--- src/source/soc_pkg.sv ---
`default_nettype none

package soc_pkg;

    localparam int ADDR_W = 32;
    localparam int DATA_W = 32;
    localparam int OFFS_W = 12;                              // Offset bits forwarded to slaves.

    localparam logic [ADDR_W-1:0] TIMER_BASE  = 32'h0200_0000;
    localparam logic [ADDR_W-1:0] IRQ_BASE    = 32'h0C00_0000;
    localparam logic [ADDR_W-1:0] UART_BASE   = 32'h1000_0000;
    localparam logic [ADDR_W-1:0] REGION_SIZE = 32'h0000_1000;

    // Core-local timer.
    localparam logic [OFFS_W-1:0] TMR_MSIP = 12'h000;
    localparam logic [OFFS_W-1:0] TMR_CMP  = 12'h004;
    localparam logic [OFFS_W-1:0] TMR_TIME = 12'h008;

    // Interrupt controller, one priority word per source from IRQ_PRIO_BASE.
    localparam logic [OFFS_W-1:0] IRQ_PENDING   = 12'h000;
    localparam logic [OFFS_W-1:0] IRQ_ENABLE    = 12'h004;
    localparam logic [OFFS_W-1:0] IRQ_THRESHOLD = 12'h008;
    localparam logic [OFFS_W-1:0] IRQ_PRIO_BASE = 12'h010;
    localparam logic [OFFS_W-1:0] IRQ_CLAIM     = 12'h020;

    // UART.
    localparam logic [OFFS_W-1:0] UART_DATA   = 12'h000;
    localparam logic [OFFS_W-1:0] UART_STATUS = 12'h004;  // Bit 0 tx_busy, bit 1 rx_valid.
    localparam logic [OFFS_W-1:0] UART_CTRL   = 12'h008;  // Bit 0 rx_irq_enable.

endpackage

`default_nettype wire

--- src/source/reset_sync.sv ---
`timescale 1ns/1ps
`default_nettype none

module reset_sync #(
    parameter int RST_STAGES = 3
) (
    input  logic clk_i,
    input  logic rst_n_i,
    output logic rst_n_o
);

    logic [RST_STAGES-1:0] stage_q;

    always_ff @(posedge clk_i) begin
        if (!rst_n_i) begin
            stage_q <= '0;
        end else begin
            stage_q <= {stage_q[RST_STAGES-2:0], 1'b1};  // Ones walk toward the output.
        end
    end

    assign rst_n_o = stage_q[RST_STAGES-1];

endmodule

`default_nettype wire

--- src/source/apb_decoder.sv ---
`timescale 1ns/1ps
`default_nettype none

module apb_decoder (
    input  logic                       psel_i,
    input  logic                       penable_i,
    input  logic                       pwrite_i,
    input  logic [soc_pkg::ADDR_W-1:0] paddr_i,
    input  logic [soc_pkg::DATA_W-1:0] pwdata_i,
    output logic [soc_pkg::DATA_W-1:0] prdata_o,
    output logic                       pready_o,
    output logic                       pslverr_o,
    output logic                       tmr_psel_o,
    output logic                       irq_psel_o,
    output logic                       uart_psel_o,
    output logic                       s_penable_o,
    output logic                       s_pwrite_o,
    output logic [soc_pkg::OFFS_W-1:0] s_paddr_o,
    output logic [soc_pkg::DATA_W-1:0] s_pwdata_o,
    input  logic [soc_pkg::DATA_W-1:0] tmr_prdata_i,
    input  logic [soc_pkg::DATA_W-1:0] irq_prdata_i,
    input  logic [soc_pkg::DATA_W-1:0] uart_prdata_i,
    input  logic                       tmr_pready_i,
    input  logic                       irq_pready_i,
    input  logic                       uart_pready_i
);
    import soc_pkg::*;

    logic              tmr_hit;
    logic              irq_hit;
    logic              uart_hit;
    logic [ADDR_W-1:0] base;
    logic [ADDR_W-1:0] offset;

    function automatic logic in_region(input logic [ADDR_W-1:0] addr,
                                       input logic [ADDR_W-1:0] region_base);
        return (addr >= region_base) && (addr < region_base + REGION_SIZE);
    endfunction

    assign tmr_hit  = in_region(paddr_i, TIMER_BASE);
    assign irq_hit  = in_region(paddr_i, IRQ_BASE);
    assign uart_hit = in_region(paddr_i, UART_BASE);

    assign tmr_psel_o  = psel_i & tmr_hit;
    assign irq_psel_o  = psel_i & irq_hit;
    assign uart_psel_o = psel_i & uart_hit;

    always_comb begin
        base = '0;
        if (tmr_hit) begin
            base = TIMER_BASE;
        end else if (irq_hit) begin
            base = IRQ_BASE;
        end else if (uart_hit) begin
            base = UART_BASE;
        end
    end

    assign offset      = paddr_i - base;
    assign s_paddr_o   = offset[OFFS_W-1:0];
    assign s_penable_o = penable_i;
    assign s_pwrite_o  = pwrite_i;
    assign s_pwdata_o  = pwdata_i;

    always_comb begin
        prdata_o  = '0;
        pready_o  = 1'b1;
        pslverr_o = 1'b0;
        if (tmr_hit) begin
            prdata_o = tmr_prdata_i;
            pready_o = tmr_pready_i;
        end else if (irq_hit) begin
            prdata_o = irq_prdata_i;
            pready_o = irq_pready_i;
        end else if (uart_hit) begin
            prdata_o = uart_prdata_i;
            pready_o = uart_pready_i;
        end else begin
            pslverr_o = psel_i;                          // Unmapped address.
        end
    end

endmodule

`default_nettype wire

--- src/source/core_timer.sv ---
`timescale 1ns/1ps
`default_nettype none

module core_timer #(
    parameter int RTC_DIV = 8
) (
    input  logic                       clk_i,
    input  logic                       rst_n_i,
    input  logic                       psel_i,
    input  logic                       penable_i,
    input  logic                       pwrite_i,
    input  logic [soc_pkg::OFFS_W-1:0] paddr_i,
    input  logic [soc_pkg::DATA_W-1:0] pwdata_i,
    output logic [soc_pkg::DATA_W-1:0] prdata_o,
    output logic                       pready_o,
    output logic                       timer_irq_o,
    output logic                       soft_irq_o
);
    import soc_pkg::*;

    localparam int CNT_W = (RTC_DIV > 1) ? $clog2(RTC_DIV) : 1;

    logic [CNT_W-1:0]  tick_cnt_q;
    logic              tick;
    logic              wr_en;
    logic [DATA_W-1:0] mtime_q;
    logic [DATA_W-1:0] mtimecmp_q;
    logic              msip_q;

    assign wr_en = psel_i & penable_i & pwrite_i;
    assign tick  = (tick_cnt_q == CNT_W'(RTC_DIV - 1));

    always_ff @(posedge clk_i) begin
        if (!rst_n_i) begin
            tick_cnt_q <= '0;
        end else if (tick) begin
            tick_cnt_q <= '0;
        end else begin
            tick_cnt_q <= tick_cnt_q + 1'b1;
        end
    end

    always_ff @(posedge clk_i) begin
        if (!rst_n_i) begin
            mtime_q     <= '0;
            mtimecmp_q  <= '1;
            msip_q      <= 1'b0;
            timer_irq_o <= 1'b0;
        end else begin
            if (wr_en && paddr_i == TMR_TIME) begin
                mtime_q <= pwdata_i;                     // Software write wins over the tick.
            end else if (tick) begin
                mtime_q <= mtime_q + 1'b1;
            end
            if (wr_en && paddr_i == TMR_CMP) begin
                mtimecmp_q <= pwdata_i;
            end
            if (wr_en && paddr_i == TMR_MSIP) begin
                msip_q <= pwdata_i[0];
            end
            timer_irq_o <= (mtime_q >= mtimecmp_q);
        end
    end

    always_comb begin
        prdata_o = '0;
        case (paddr_i)
            TMR_MSIP: prdata_o[0] = msip_q;
            TMR_CMP:  prdata_o    = mtimecmp_q;
            TMR_TIME: prdata_o    = mtime_q;
            default:  prdata_o    = '0;
        endcase
    end

    assign pready_o   = 1'b1;
    assign soft_irq_o = msip_q;

endmodule

`default_nettype wire

--- src/source/irq_ctrl.sv ---
`timescale 1ns/1ps
`default_nettype none

module irq_ctrl #(
    parameter int IRQ_NUM = 2
) (
    input  logic                       clk_i,
    input  logic                       rst_n_i,
    input  logic                       psel_i,
    input  logic                       penable_i,
    input  logic                       pwrite_i,
    input  logic [soc_pkg::OFFS_W-1:0] paddr_i,
    input  logic [soc_pkg::DATA_W-1:0] pwdata_i,
    input  logic [IRQ_NUM-1:0]         src_i,
    output logic [soc_pkg::DATA_W-1:0] prdata_o,
    output logic                       pready_o,
    output logic                       ext_irq_o
);
    import soc_pkg::*;

    localparam int ID_W = $clog2(IRQ_NUM + 1);

    logic [IRQ_NUM-1:0] pend_q;
    logic [IRQ_NUM-1:0] claimed_q;
    logic [IRQ_NUM-1:0] enable_q;
    logic [IRQ_NUM-1:0] pend_vis;
    logic [1:0]         prio_q [IRQ_NUM];
    logic [1:0]         threshold_q;
    logic [1:0]         best_prio;
    logic [ID_W-1:0]    best_id;
    logic               wr_en;
    logic               claim_rd;

    assign wr_en    = psel_i & penable_i & pwrite_i;
    assign claim_rd = psel_i & penable_i & ~pwrite_i & (paddr_i == IRQ_CLAIM);
    assign pend_vis = pend_q & ~claimed_q;               // Claimed sources are hidden.

    // Strict compare keeps the lowest ID on equal priority.
    always_comb begin
        best_id   = '0;
        best_prio = threshold_q;
        for (int i = 0; i < IRQ_NUM; i++) begin
            if (pend_vis[i] && enable_q[i] && prio_q[i] > best_prio) begin
                best_id   = ID_W'(i + 1);
                best_prio = prio_q[i];
            end
        end
    end

    always_ff @(posedge clk_i) begin
        if (!rst_n_i) begin
            pend_q      <= '0;
            claimed_q   <= '0;
            enable_q    <= '0;
            threshold_q <= '0;
            ext_irq_o   <= 1'b0;
            for (int i = 0; i < IRQ_NUM; i++) begin
                prio_q[i] <= '0;
            end
        end else begin
            pend_q    <= src_i;
            ext_irq_o <= (best_id != '0);
            if (wr_en && paddr_i == IRQ_ENABLE) begin
                enable_q <= pwdata_i[IRQ_NUM-1:0];
            end
            if (wr_en && paddr_i == IRQ_THRESHOLD) begin
                threshold_q <= pwdata_i[1:0];
            end
            for (int i = 0; i < IRQ_NUM; i++) begin
                if (wr_en && paddr_i == OFFS_W'(IRQ_PRIO_BASE + 4 * i)) begin
                    prio_q[i] <= pwdata_i[1:0];
                end
                if (claim_rd && best_id == ID_W'(i + 1)) begin
                    claimed_q[i] <= 1'b1;
                end
                if (wr_en && paddr_i == IRQ_CLAIM && pwdata_i == DATA_W'(i + 1)) begin
                    claimed_q[i] <= 1'b0;                // Complete.
                end
            end
        end
    end

    always_comb begin
        prdata_o = '0;
        case (paddr_i)
            IRQ_PENDING:   prdata_o[IRQ_NUM-1:0] = pend_vis;
            IRQ_ENABLE:    prdata_o[IRQ_NUM-1:0] = enable_q;
            IRQ_THRESHOLD: prdata_o[1:0]         = threshold_q;
            IRQ_CLAIM:     prdata_o[ID_W-1:0]    = best_id;
            default: begin
                for (int i = 0; i < IRQ_NUM; i++) begin
                    if (paddr_i == OFFS_W'(IRQ_PRIO_BASE + 4 * i)) begin
                        prdata_o[1:0] = prio_q[i];
                    end
                end
            end
        endcase
    end

    assign pready_o = 1'b1;

endmodule

`default_nettype wire

--- src/source/uart_lite.sv ---
`timescale 1ns/1ps
`default_nettype none

module uart_lite #(
    parameter int UART_DIV = 16
) (
    input  logic                       clk_i,
    input  logic                       rst_n_i,
    input  logic                       psel_i,
    input  logic                       penable_i,
    input  logic                       pwrite_i,
    input  logic [soc_pkg::OFFS_W-1:0] paddr_i,
    input  logic [soc_pkg::DATA_W-1:0] pwdata_i,
    input  logic                       rxd_i,
    output logic [soc_pkg::DATA_W-1:0] prdata_o,
    output logic                       pready_o,
    output logic                       txd_o,
    output logic                       irq_o
);
    import soc_pkg::*;

    localparam int DIV_W = $clog2(UART_DIV);

    logic             tx_busy_q;
    logic [DIV_W-1:0] tx_div_q;
    logic [3:0]       tx_bits_q;
    logic [8:0]       tx_shift_q;
    logic [2:0]       rx_sync_q;
    logic             rx_busy_q;
    logic [DIV_W-1:0] rx_div_q;
    logic [3:0]       rx_bits_q;
    logic [7:0]       rx_shift_q;
    logic [7:0]       rx_data_q;
    logic             rx_valid_q;
    logic             rx_irq_en_q;
    logic             wr_en;
    logic             data_rd;
    logic             rx_mid;

    assign wr_en   = psel_i & penable_i & pwrite_i;
    assign data_rd = psel_i & penable_i & ~pwrite_i & (paddr_i == UART_DATA);
    assign rx_mid  = (rx_div_q == DIV_W'(UART_DIV / 2 - 1));

    // Bit periods 0 start, 1 to 8 data, 9 stop.
    always_ff @(posedge clk_i) begin
        if (!rst_n_i) begin
            tx_busy_q <= 1'b0;
            txd_o     <= 1'b1;
            tx_div_q  <= '0;
            tx_bits_q <= '0;
        end else if (!tx_busy_q) begin
            if (wr_en && paddr_i == UART_DATA) begin
                tx_busy_q  <= 1'b1;
                txd_o      <= 1'b0;
                tx_shift_q <= {1'b1, pwdata_i[7:0]};
                tx_div_q   <= '0;
                tx_bits_q  <= '0;
            end
        end else if (tx_div_q == DIV_W'(UART_DIV - 1)) begin
            tx_div_q <= '0;
            if (tx_bits_q == 4'd9) begin
                tx_busy_q <= 1'b0;
                txd_o     <= 1'b1;
            end else begin
                txd_o      <= tx_shift_q[0];
                tx_shift_q <= {1'b1, tx_shift_q[8:1]};
                tx_bits_q  <= tx_bits_q + 1'b1;
            end
        end else begin
            tx_div_q <= tx_div_q + 1'b1;
        end
    end

    always_ff @(posedge clk_i) begin
        if (!rst_n_i) begin
            rx_sync_q   <= 3'b111;
            rx_busy_q   <= 1'b0;
            rx_div_q    <= '0;
            rx_bits_q   <= '0;
            rx_data_q   <= '0;
            rx_valid_q  <= 1'b0;
            rx_irq_en_q <= 1'b0;
        end else begin
            rx_sync_q <= {rx_sync_q[1:0], rxd_i};
            if (data_rd) begin
                rx_valid_q <= 1'b0;
            end
            if (wr_en && paddr_i == UART_CTRL) begin
                rx_irq_en_q <= pwdata_i[0];
            end
            if (!rx_busy_q) begin
                if (rx_sync_q[2] && !rx_sync_q[1]) begin  // Falling edge of the start bit.
                    rx_busy_q <= 1'b1;
                    rx_div_q  <= '0;
                    rx_bits_q <= '0;
                end
            end else begin
                rx_div_q <= (rx_div_q == DIV_W'(UART_DIV - 1)) ? '0 : rx_div_q + 1'b1;
                if (rx_div_q == DIV_W'(UART_DIV - 1)) begin
                    rx_bits_q <= rx_bits_q + 1'b1;
                end
                if (rx_mid) begin
                    if (rx_bits_q == 4'd0 && rx_sync_q[1]) begin
                        rx_busy_q <= 1'b0;               // Glitch, not a start bit.
                    end else if (rx_bits_q == 4'd9) begin
                        rx_busy_q  <= 1'b0;
                        rx_data_q  <= rx_shift_q;
                        rx_valid_q <= 1'b1;
                    end else if (rx_bits_q != 4'd0) begin
                        rx_shift_q <= {rx_sync_q[1], rx_shift_q[7:1]};
                    end
                end
            end
        end
    end

    always_comb begin
        prdata_o = '0;
        case (paddr_i)
            UART_DATA:   prdata_o[7:0] = rx_data_q;
            UART_STATUS: prdata_o[1:0] = {rx_valid_q, tx_busy_q};
            UART_CTRL:   prdata_o[0]   = rx_irq_en_q;
            default:     prdata_o      = '0;
        endcase
    end

    assign pready_o = 1'b1;
    assign irq_o    = rx_valid_q & rx_irq_en_q;

endmodule

`default_nettype wire

--- src/source/soc_periph_top.sv ---
`timescale 1ns/1ps
`default_nettype none

module soc_periph_top #(
    parameter int RST_STAGES = 3,
    parameter int RTC_DIV    = 8,
    parameter int UART_DIV   = 16,
    parameter int IRQ_NUM    = 2
) (
    input  logic                       clk_i,
    input  logic                       rst_n_i,
    input  logic                       psel_i,
    input  logic                       penable_i,
    input  logic                       pwrite_i,
    input  logic [soc_pkg::ADDR_W-1:0] paddr_i,
    input  logic [soc_pkg::DATA_W-1:0] pwdata_i,
    output logic [soc_pkg::DATA_W-1:0] prdata_o,
    output logic                       pready_o,
    output logic                       pslverr_o,
    input  logic                       ext_irq_i,
    input  logic                       rxd_i,
    output logic                       txd_o,
    output logic                       timer_irq_o,
    output logic                       soft_irq_o,
    output logic                       ext_irq_o
);
    import soc_pkg::*;

    logic               sys_rst_n;                       // Bus side and interrupt blocks.
    logic               periph_rst_n;
    logic               tmr_psel;
    logic               irq_psel;
    logic               uart_psel;
    logic               s_penable;
    logic               s_pwrite;
    logic [OFFS_W-1:0]  s_paddr;
    logic [DATA_W-1:0]  s_pwdata;
    logic [DATA_W-1:0]  tmr_prdata;
    logic [DATA_W-1:0]  irq_prdata;
    logic [DATA_W-1:0]  uart_prdata;
    logic               tmr_pready;
    logic               irq_pready;
    logic               uart_pready;
    logic               uart_irq;
    logic [IRQ_NUM-1:0] irq_src;

    assign irq_src = IRQ_NUM'({ext_irq_i, uart_irq});   // ID 1 is the UART, ID 2 external.

    reset_sync #(.RST_STAGES(RST_STAGES)) u_sys_rst (
        .clk_i(clk_i), .rst_n_i(rst_n_i), .rst_n_o(sys_rst_n)
    );

    reset_sync #(.RST_STAGES(RST_STAGES)) u_periph_rst (
        .clk_i(clk_i), .rst_n_i(rst_n_i), .rst_n_o(periph_rst_n)
    );

    apb_decoder u_decoder (
        .psel_i(psel_i), .penable_i(penable_i), .pwrite_i(pwrite_i),
        .paddr_i(paddr_i), .pwdata_i(pwdata_i),
        .prdata_o(prdata_o), .pready_o(pready_o), .pslverr_o(pslverr_o),
        .tmr_psel_o(tmr_psel), .irq_psel_o(irq_psel), .uart_psel_o(uart_psel),
        .s_penable_o(s_penable), .s_pwrite_o(s_pwrite),
        .s_paddr_o(s_paddr), .s_pwdata_o(s_pwdata),
        .tmr_prdata_i(tmr_prdata), .irq_prdata_i(irq_prdata), .uart_prdata_i(uart_prdata),
        .tmr_pready_i(tmr_pready), .irq_pready_i(irq_pready), .uart_pready_i(uart_pready)
    );

    core_timer #(.RTC_DIV(RTC_DIV)) u_timer (
        .clk_i(clk_i), .rst_n_i(sys_rst_n),
        .psel_i(tmr_psel), .penable_i(s_penable), .pwrite_i(s_pwrite),
        .paddr_i(s_paddr), .pwdata_i(s_pwdata),
        .prdata_o(tmr_prdata), .pready_o(tmr_pready),
        .timer_irq_o(timer_irq_o), .soft_irq_o(soft_irq_o)
    );

    irq_ctrl #(.IRQ_NUM(IRQ_NUM)) u_irq_ctrl (
        .clk_i(clk_i), .rst_n_i(sys_rst_n),
        .psel_i(irq_psel), .penable_i(s_penable), .pwrite_i(s_pwrite),
        .paddr_i(s_paddr), .pwdata_i(s_pwdata), .src_i(irq_src),
        .prdata_o(irq_prdata), .pready_o(irq_pready), .ext_irq_o(ext_irq_o)
    );

    uart_lite #(.UART_DIV(UART_DIV)) u_uart (
        .clk_i(clk_i), .rst_n_i(periph_rst_n),
        .psel_i(uart_psel), .penable_i(s_penable), .pwrite_i(s_pwrite),
        .paddr_i(s_paddr), .pwdata_i(s_pwdata), .rxd_i(rxd_i),
        .prdata_o(uart_prdata), .pready_o(uart_pready),
        .txd_o(txd_o), .irq_o(uart_irq)
    );

endmodule

`default_nettype wire

--- config.mk ---
export PLATFORM = sky130hd
export DESIGN_NAME = soc_periph_top
export DESIGN_NICKNAME = d
export VERILOG_FILES = /design/src/source/soc_pkg.sv /design/src/source/reset_sync.sv /design/src/source/apb_decoder.sv /design/src/source/core_timer.sv /design/src/source/irq_ctrl.sv /design/src/source/uart_lite.sv /design/src/source/soc_periph_top.sv
export SDC_FILE = /design/constraint.sdc
export NUM_CORES = 1
export LEC_CHECK = 0
export ABC_AREA = 1
export BUFFER_PORTS_ARGS = -buffer_cell sky130_fd_sc_hd__buf_4
export CORE_MARGIN = 3
export CORE_UTILIZATION = 47
export CTS_CLUSTER_SIZE = 8
export DETAILED_ROUTE_END_ITERATION = 6
export GPL_TIMING_DRIVEN = 0
export HOLD_SLACK_MARGIN = 0.05
export PLACE_DENSITY = 0.67
export SLEW_MARGIN = 10
export SYNTH_ARGS = -nofsm -noshare
export SYNTH_HDL_FRONTEND = slang
export SYNTH_SLANG_ARGS = --single-unit
export TNS_END_PERCENT = 1
--- constraint.sdc ---
create_clock -name clk_i -period 2.6 [get_ports clk_i]
set_input_delay 0.13 -clock clk_i [delete_from_list [all_inputs] [get_ports clk_i]]
set_output_delay 0.13 -clock clk_i [all_outputs]
set_load 0.05 [all_outputs]
# ---- Yosys cells after proc, flatten, opt, wreduce, memory -nomap -nowiden
# Memory sizes are Yosys's and may differ from the RTL's.
# Cells that the tools add are included.
dict set report op_classes {
  order_cmp 9
  eq_ne 18
  reduce_logical 40
  bitwise_logic 22
  n_mux 65
  addsub 7
}
# operator n
set op_table {}
lappend op_table {{32-bit two-way mux} 4}
lappend op_table {{31-bit one-hot mux with 2 select lines} 1}
lappend op_table {{4-bit two-way mux} 11}
lappend op_table {{9-bit two-way mux} 4}
lappend op_table {{32-bit by 1-bit adder with 32-bit output, second input constant} 1}
lappend op_table {{32-bit by 1-bit == test with 1-bit output, second input constant} 1}
lappend op_table {{32-bit by 2-bit == test with 1-bit output, second input constant} 1}
lappend op_table {{32-bit by 26-bit greater-or-equal comparator with 1-bit output, second input constant} 1}
lappend op_table {{32-bit by 28-bit greater-or-equal comparator with 1-bit output, second input constant} 1}
lappend op_table {{32-bit by 29-bit greater-or-equal comparator with 1-bit output, second input constant} 1}
lappend op_table {{32-bit greater-or-equal comparator} 1}
lappend op_table {{32-bit by 26-bit less-than comparator with 1-bit output, second input constant} 1}
lappend op_table {{32-bit by 28-bit less-than comparator with 1-bit output, second input constant} 1}
lappend op_table {{32-bit by 29-bit less-than comparator with 1-bit output, second input constant} 1}
lappend op_table {{1-bit two-way mux} 31}
lappend op_table {{12-bit by 5-bit == test with 1-bit output, second input constant} 2}
lappend op_table {{12-bit two-way mux} 2}
lappend op_table {{1-bit logical AND} 23}
lappend op_table {{4-bit by 1-bit adder with 4-bit output, second input constant} 4}
lappend op_table {{4-bit == test, second input constant} 4}
lappend op_table {{1-bit bitwise AND} 14}
lappend op_table {{12-bit by 3-bit == test with 1-bit output, second input constant} 1}
lappend op_table {{12-bit by 4-bit == test with 1-bit output, second input constant} 1}
lappend op_table {{12-bit by 6-bit == test with 1-bit output, second input constant} 1}
lappend op_table {{28 further kinds} 48}
dict set report totals {
  n_memories 1
  input_bits 71
  register_bits 133
  mem_bits_rw 4
}
# name words word_bits rd rd_clocked_by_memory_dff wr line_no
set memory_table {}
lappend memory_table {u_irq_ctrl.prio_q 2 2 2 0 2 irq_ctrl.sv:27} ;# logic [1:0] prio_q [IRQ_NUM];

# ---- Longest topological paths before layout
dict set report depth {
  ltp_word 12
  depth_mapped 18
  mapped_depth_nobuf 18
}

# ---- Modules after synthesis
# From an unflattened synthesis, not the netlist that was laid out.
dict set report unflattened {
  hier_cells 1618
  area_unflattened_um2 10608.9
}
# module n_inst cells_each seq_area_each_um2 area_each_um2
set by_module_without_submodules {}
lappend by_module_without_submodules {core_timer 1 727 1381.3 4750.8}
lappend by_module_without_submodules {uart_lite 1 295 1121.1 2404.8}
lappend by_module_without_submodules {apb_decoder 1 367 0.0 1926.8}
lappend by_module_without_submodules {irq_ctrl 1 215 300.3 1376.3}
lappend by_module_without_submodules {reset_sync 2 7 60.1 75.1}

# ---- Worst setup path before layout
# Ideal clock, no wire load.
dict set report synth_path {
  kind {flip-flop to output port}
  start {mem u_irq_ctrl.prio_q[0][1]}
  end {out prdata_o[1] (netlist name)}
  path_buffers 0
  setup_slack_ns -0.305
  arrival_time_ns 2.775
  stages_incl_launch_ff 17
  cell_sequence {edfxtp_1 ha_1 nand2_1 nand3_1 nor2_1 nor2_1 a21oi_1 ha_1 nand2_1 nand2_1 nor2_1 nand2_1 nor2_1 nor2_1 nand3_1 nand2_1 a21oi_1}
}
# item line_no
set synth_lines {}
lappend synth_lines {{start: declaration} irq_ctrl.sv:27}
lappend synth_lines {{end: declaration} soc_periph_top.sv:17} ;# output logic [soc_pkg::DATA_W-1:0] prdata_o,

==> flow_summary.yaml <==
power_and_ir_drop:
  vdd.ir_drop.worst_mv: 0.482
  powerDensity_nw_per_um2: 436
  leakagePower_uw: 0.00488
  power_uw: 4580
placement:
  gp_congestion: 0.938
  placed_area_um2: 9520
  io_buffers: 107
  place_inst: 1598
  hpwl_um: 20100
timing:
  fin_crit_sh_pct: 118
  skew_ns: 0.00779
  drv_slew: 0
  timing.fmax_mhz: 326
  hold_violations: 0
  setup_viol: 2
  rsz0062_at_grt: "true"
  period_minus_slack_ns: 3.07
  setup_ws_ns: -0.467
  relSlewSlack_pct: 8.55
  tightestPinTransition_ns: 1.37
  tns_ns: -0.841
logic_synthesis:
  synthTopCellsByArea: "dfxtp_1 27%, nand2_1 15%, nand3_1 8.3%, edfxtp_1 7.1%, ha_1 6.8%"
  synth-warning-count: 0
  ys_seq_area_share_pct: 34.0
  synth_cell_types: 45
  netlist_area_um2: 8420
  yosysTopAreaCellShare_pct: 26.9
  synth_fp_nets: 1383
  yosysTopAreaCell: "dfxtp_1"
  synth_seq_cells: 133
  synthCells: 1266
  postSynthAreaPerCell_um2: 6.65
floorplanning:
  core-area_um2: 17400
  rows: 48
  start_util_pct: 48.3
  dieWidth_um: 140
  die-height_um: 140
  die-area_um2: 19600
  ios: 109
clock_network:
  clock-sinks: 133
  cts_tree: "built"
  numCtsBuffers: 17
  clk_path_buf_depth: 2
  clk_pin_slew_ns: 0.07
  root_buffer: "clkbuf_16"
  htree_num_levels: 4
  clock_latency_ns: 0.43
drt:
  routed_wl_um: 26800
  vias_per_cell: 5.32
  drcViolationCount: 0
  ant_nets: 0
  initialDrtViolationCount: 700
  routedWlPerCell_um: 16.0
  vias: 8887
  dr.pass1.iters: 5
global_route:
  grt_pass1_vias: 8135
  globalRoute.totalOverflow: 0
  grt_pass1_wl_um: 42400
  antenna_found_initial: 0
  grtUsageTotal_pct: 27.0
  grt_max_degree: 17
layout:
  diodes: 0
  multi_input_area_um2: 4830
  layout_commonest_cell: "nand2_1"
  design_area_um2: 10500
  nets: 1548
  register_area_um2: 2870
  area_growth_syn_to_layout_pct: 24.9
  stdcell_count: 1669
  fillers: 1701
  drive_above_1_share_pct: 14.3
  final_cell_mix: "325 x nand2_1, 149 x nor2_1, 148 x inv_1"
worst_setup_path:
  crit_chain: "inv_2, ha_4, nand2_2, nand3_2, nor2_4, buf_6, a21oi_2, ha_1, nand2_1, nand2_1, nor2_1, nand2_1, nand2_1, nor2_2, nor2_1, nand3_1, nand3_2, a21oi_4, buf_6"
  worst_path_most_repeated_cell: "nand2_1"
  worstPathMaxFanout: 4
  crit_path_start_kind: "flop"
  worst-path-buf-inv: 3
  cp_slowest_cell: "edfxtp_1"
  path_delay_family: "simple AND/OR/NAND/NOR gates"
  cp-end-kind: "output port"
  path_class: "flop to output port"
  crit_arrival_ns: 2.94
  slowest_delay_ns: 0.42
  required_ns: 2.47
outcome:
  outcome: "finished with violations"
  violations: "setup timing"
min_path:
  holdCritPathClass: "primary input to flop"
job:
  cap_viol_max_count: 0
-- synthesized netlist by cell type, drive strengths merged --
library cell / number
nand3: 144
nor3b: 2
nor2: 164
or2: 3
nand4: 39
o211ai: 11
o21ai: 44
nand2: 332
dfxtp: 113
a21o: 2
and2: 2
a21oi: 73
a211oi: 4
a31o: 1
xnor2: 5
nor4: 8
xor2: 25
buf: 25
a311oi: 1
nand3b: 2
ha: 46
clkbuf: 23
o21a: 3
inv: 154
conb: 1
o21bai: 2
o22ai: 3
a32o: 2
nor3: 9
edfxtp: 20
clkinv: 3
-- tightest hold or removal path, delay by kind of cell --
kind,cells,cell delay [ns]
compound gates,1,0.17
buf+inv,2,0.18
-- final timing paths --
| check | slack (ns) | cells past startpoint | start | to |
|---|---|---|---|---|
| setup / recovery | -0.47 | 19 | u_irq_ctrl.prio_q[0][0] | prdata_o[0] |
| hold / removal | 0.08 | 3 | pwdata_i[2] | u_timer.mtimecmp_q[2] |
| setup reg to reg | 0.28 | 17 | u_irq_ctrl.prio_q[0][0] | u_irq_ctrl.claimed_q[0] |
| hold reg to reg | 0.41 | 2 | u_sys_rst.stage_q[1] | u_sys_rst.stage_q[2] |
-- final cells by class --
class	count	area share, %
tap	225	2.68
multi-input combinational	928	46.0
clock buffer	19	4.12
buffer	48	2.09
clock inverter	13	0.975
sequential	133	27.2
timing repair buffer	146	11.3
inverter	157	5.60
-- per-stage QoR --
| step | utilization, % | hold WS (ns) | worst slack (ns) |
|---|---|---|---|
| 5_1_grt | 60.4 | 0.0838 | -0.621 |
| 3_3_place_gp | 54.7 | 0.255 | -0.223 |
| 2_1_floorplan | - | 0.158 | -0.0467 |
| 3_5_place_dp | 54.7 | 0.254 | -0.267 |
| 4_1_cts | 60.0 | 0.0735 | -0.475 |
| 6_report | 60.4 | 0.0834 | -0.467 |
-- kinds of logic (layout without fill, tap and decap cells) --
family / Yosys count / in the layout / share of synthesized area, %
AOI/OAI and AO/OA: 146 / 146 / 9.64
xor gates and xnor gates: 30 / 30 / 3.12
adders and majority gates: 46 / 46 / 6.84
buffers and inverters: 205 / 383 / 9.62
DFF: 133 / 133 / 34.0
other: 1 / 1 / 0.0445
and+or+nand+nor: 705 / 705 / 36.7
-- flip-flops by register name, summed over array words and instances, names as in the netlist, 3 cells and up --
name and count:
u_timer.mtime_q 32, u_timer.mtimecmp_q 32, u_uart.rx_data_q 8, u_uart.rx_shift_q 8, u_uart.tx_shift_q 8, u_irq_ctrl.prio_q 4, u_uart.rx_bits_q 4, u_uart.rx_div_q 4
u_uart.tx_bits_q 4, u_uart.tx_div_q 4, u_sys_rst.stage_q 3, u_timer.tick_cnt_q 3, u_uart.rx_sync_q 3
-- what timing repair did --
action	CTS	global route
hold endpoints to repair	63	0
hold buffers	34	0
setup endpoints to repair	2	3
pin swaps	8	12
gates cloned	0	0
buffers inserted	3	2
gates resized for setup	8	12
-- layer usage --
metal	global-route usage, %	share of wire, %	vias up
met2	41.3	43	317
met4	6.68	1.4	0
met3	4.88	8.3	32
met5	0	0	-
met1	39.4	47	4089
li1	-	-	4449
-- where the power goes --
part	internal, uW	switching, uW
logic	129	139
clock network	1230	989
registers	2090	3.66
No activity file was read; power rests on OpenSTA's default activity.
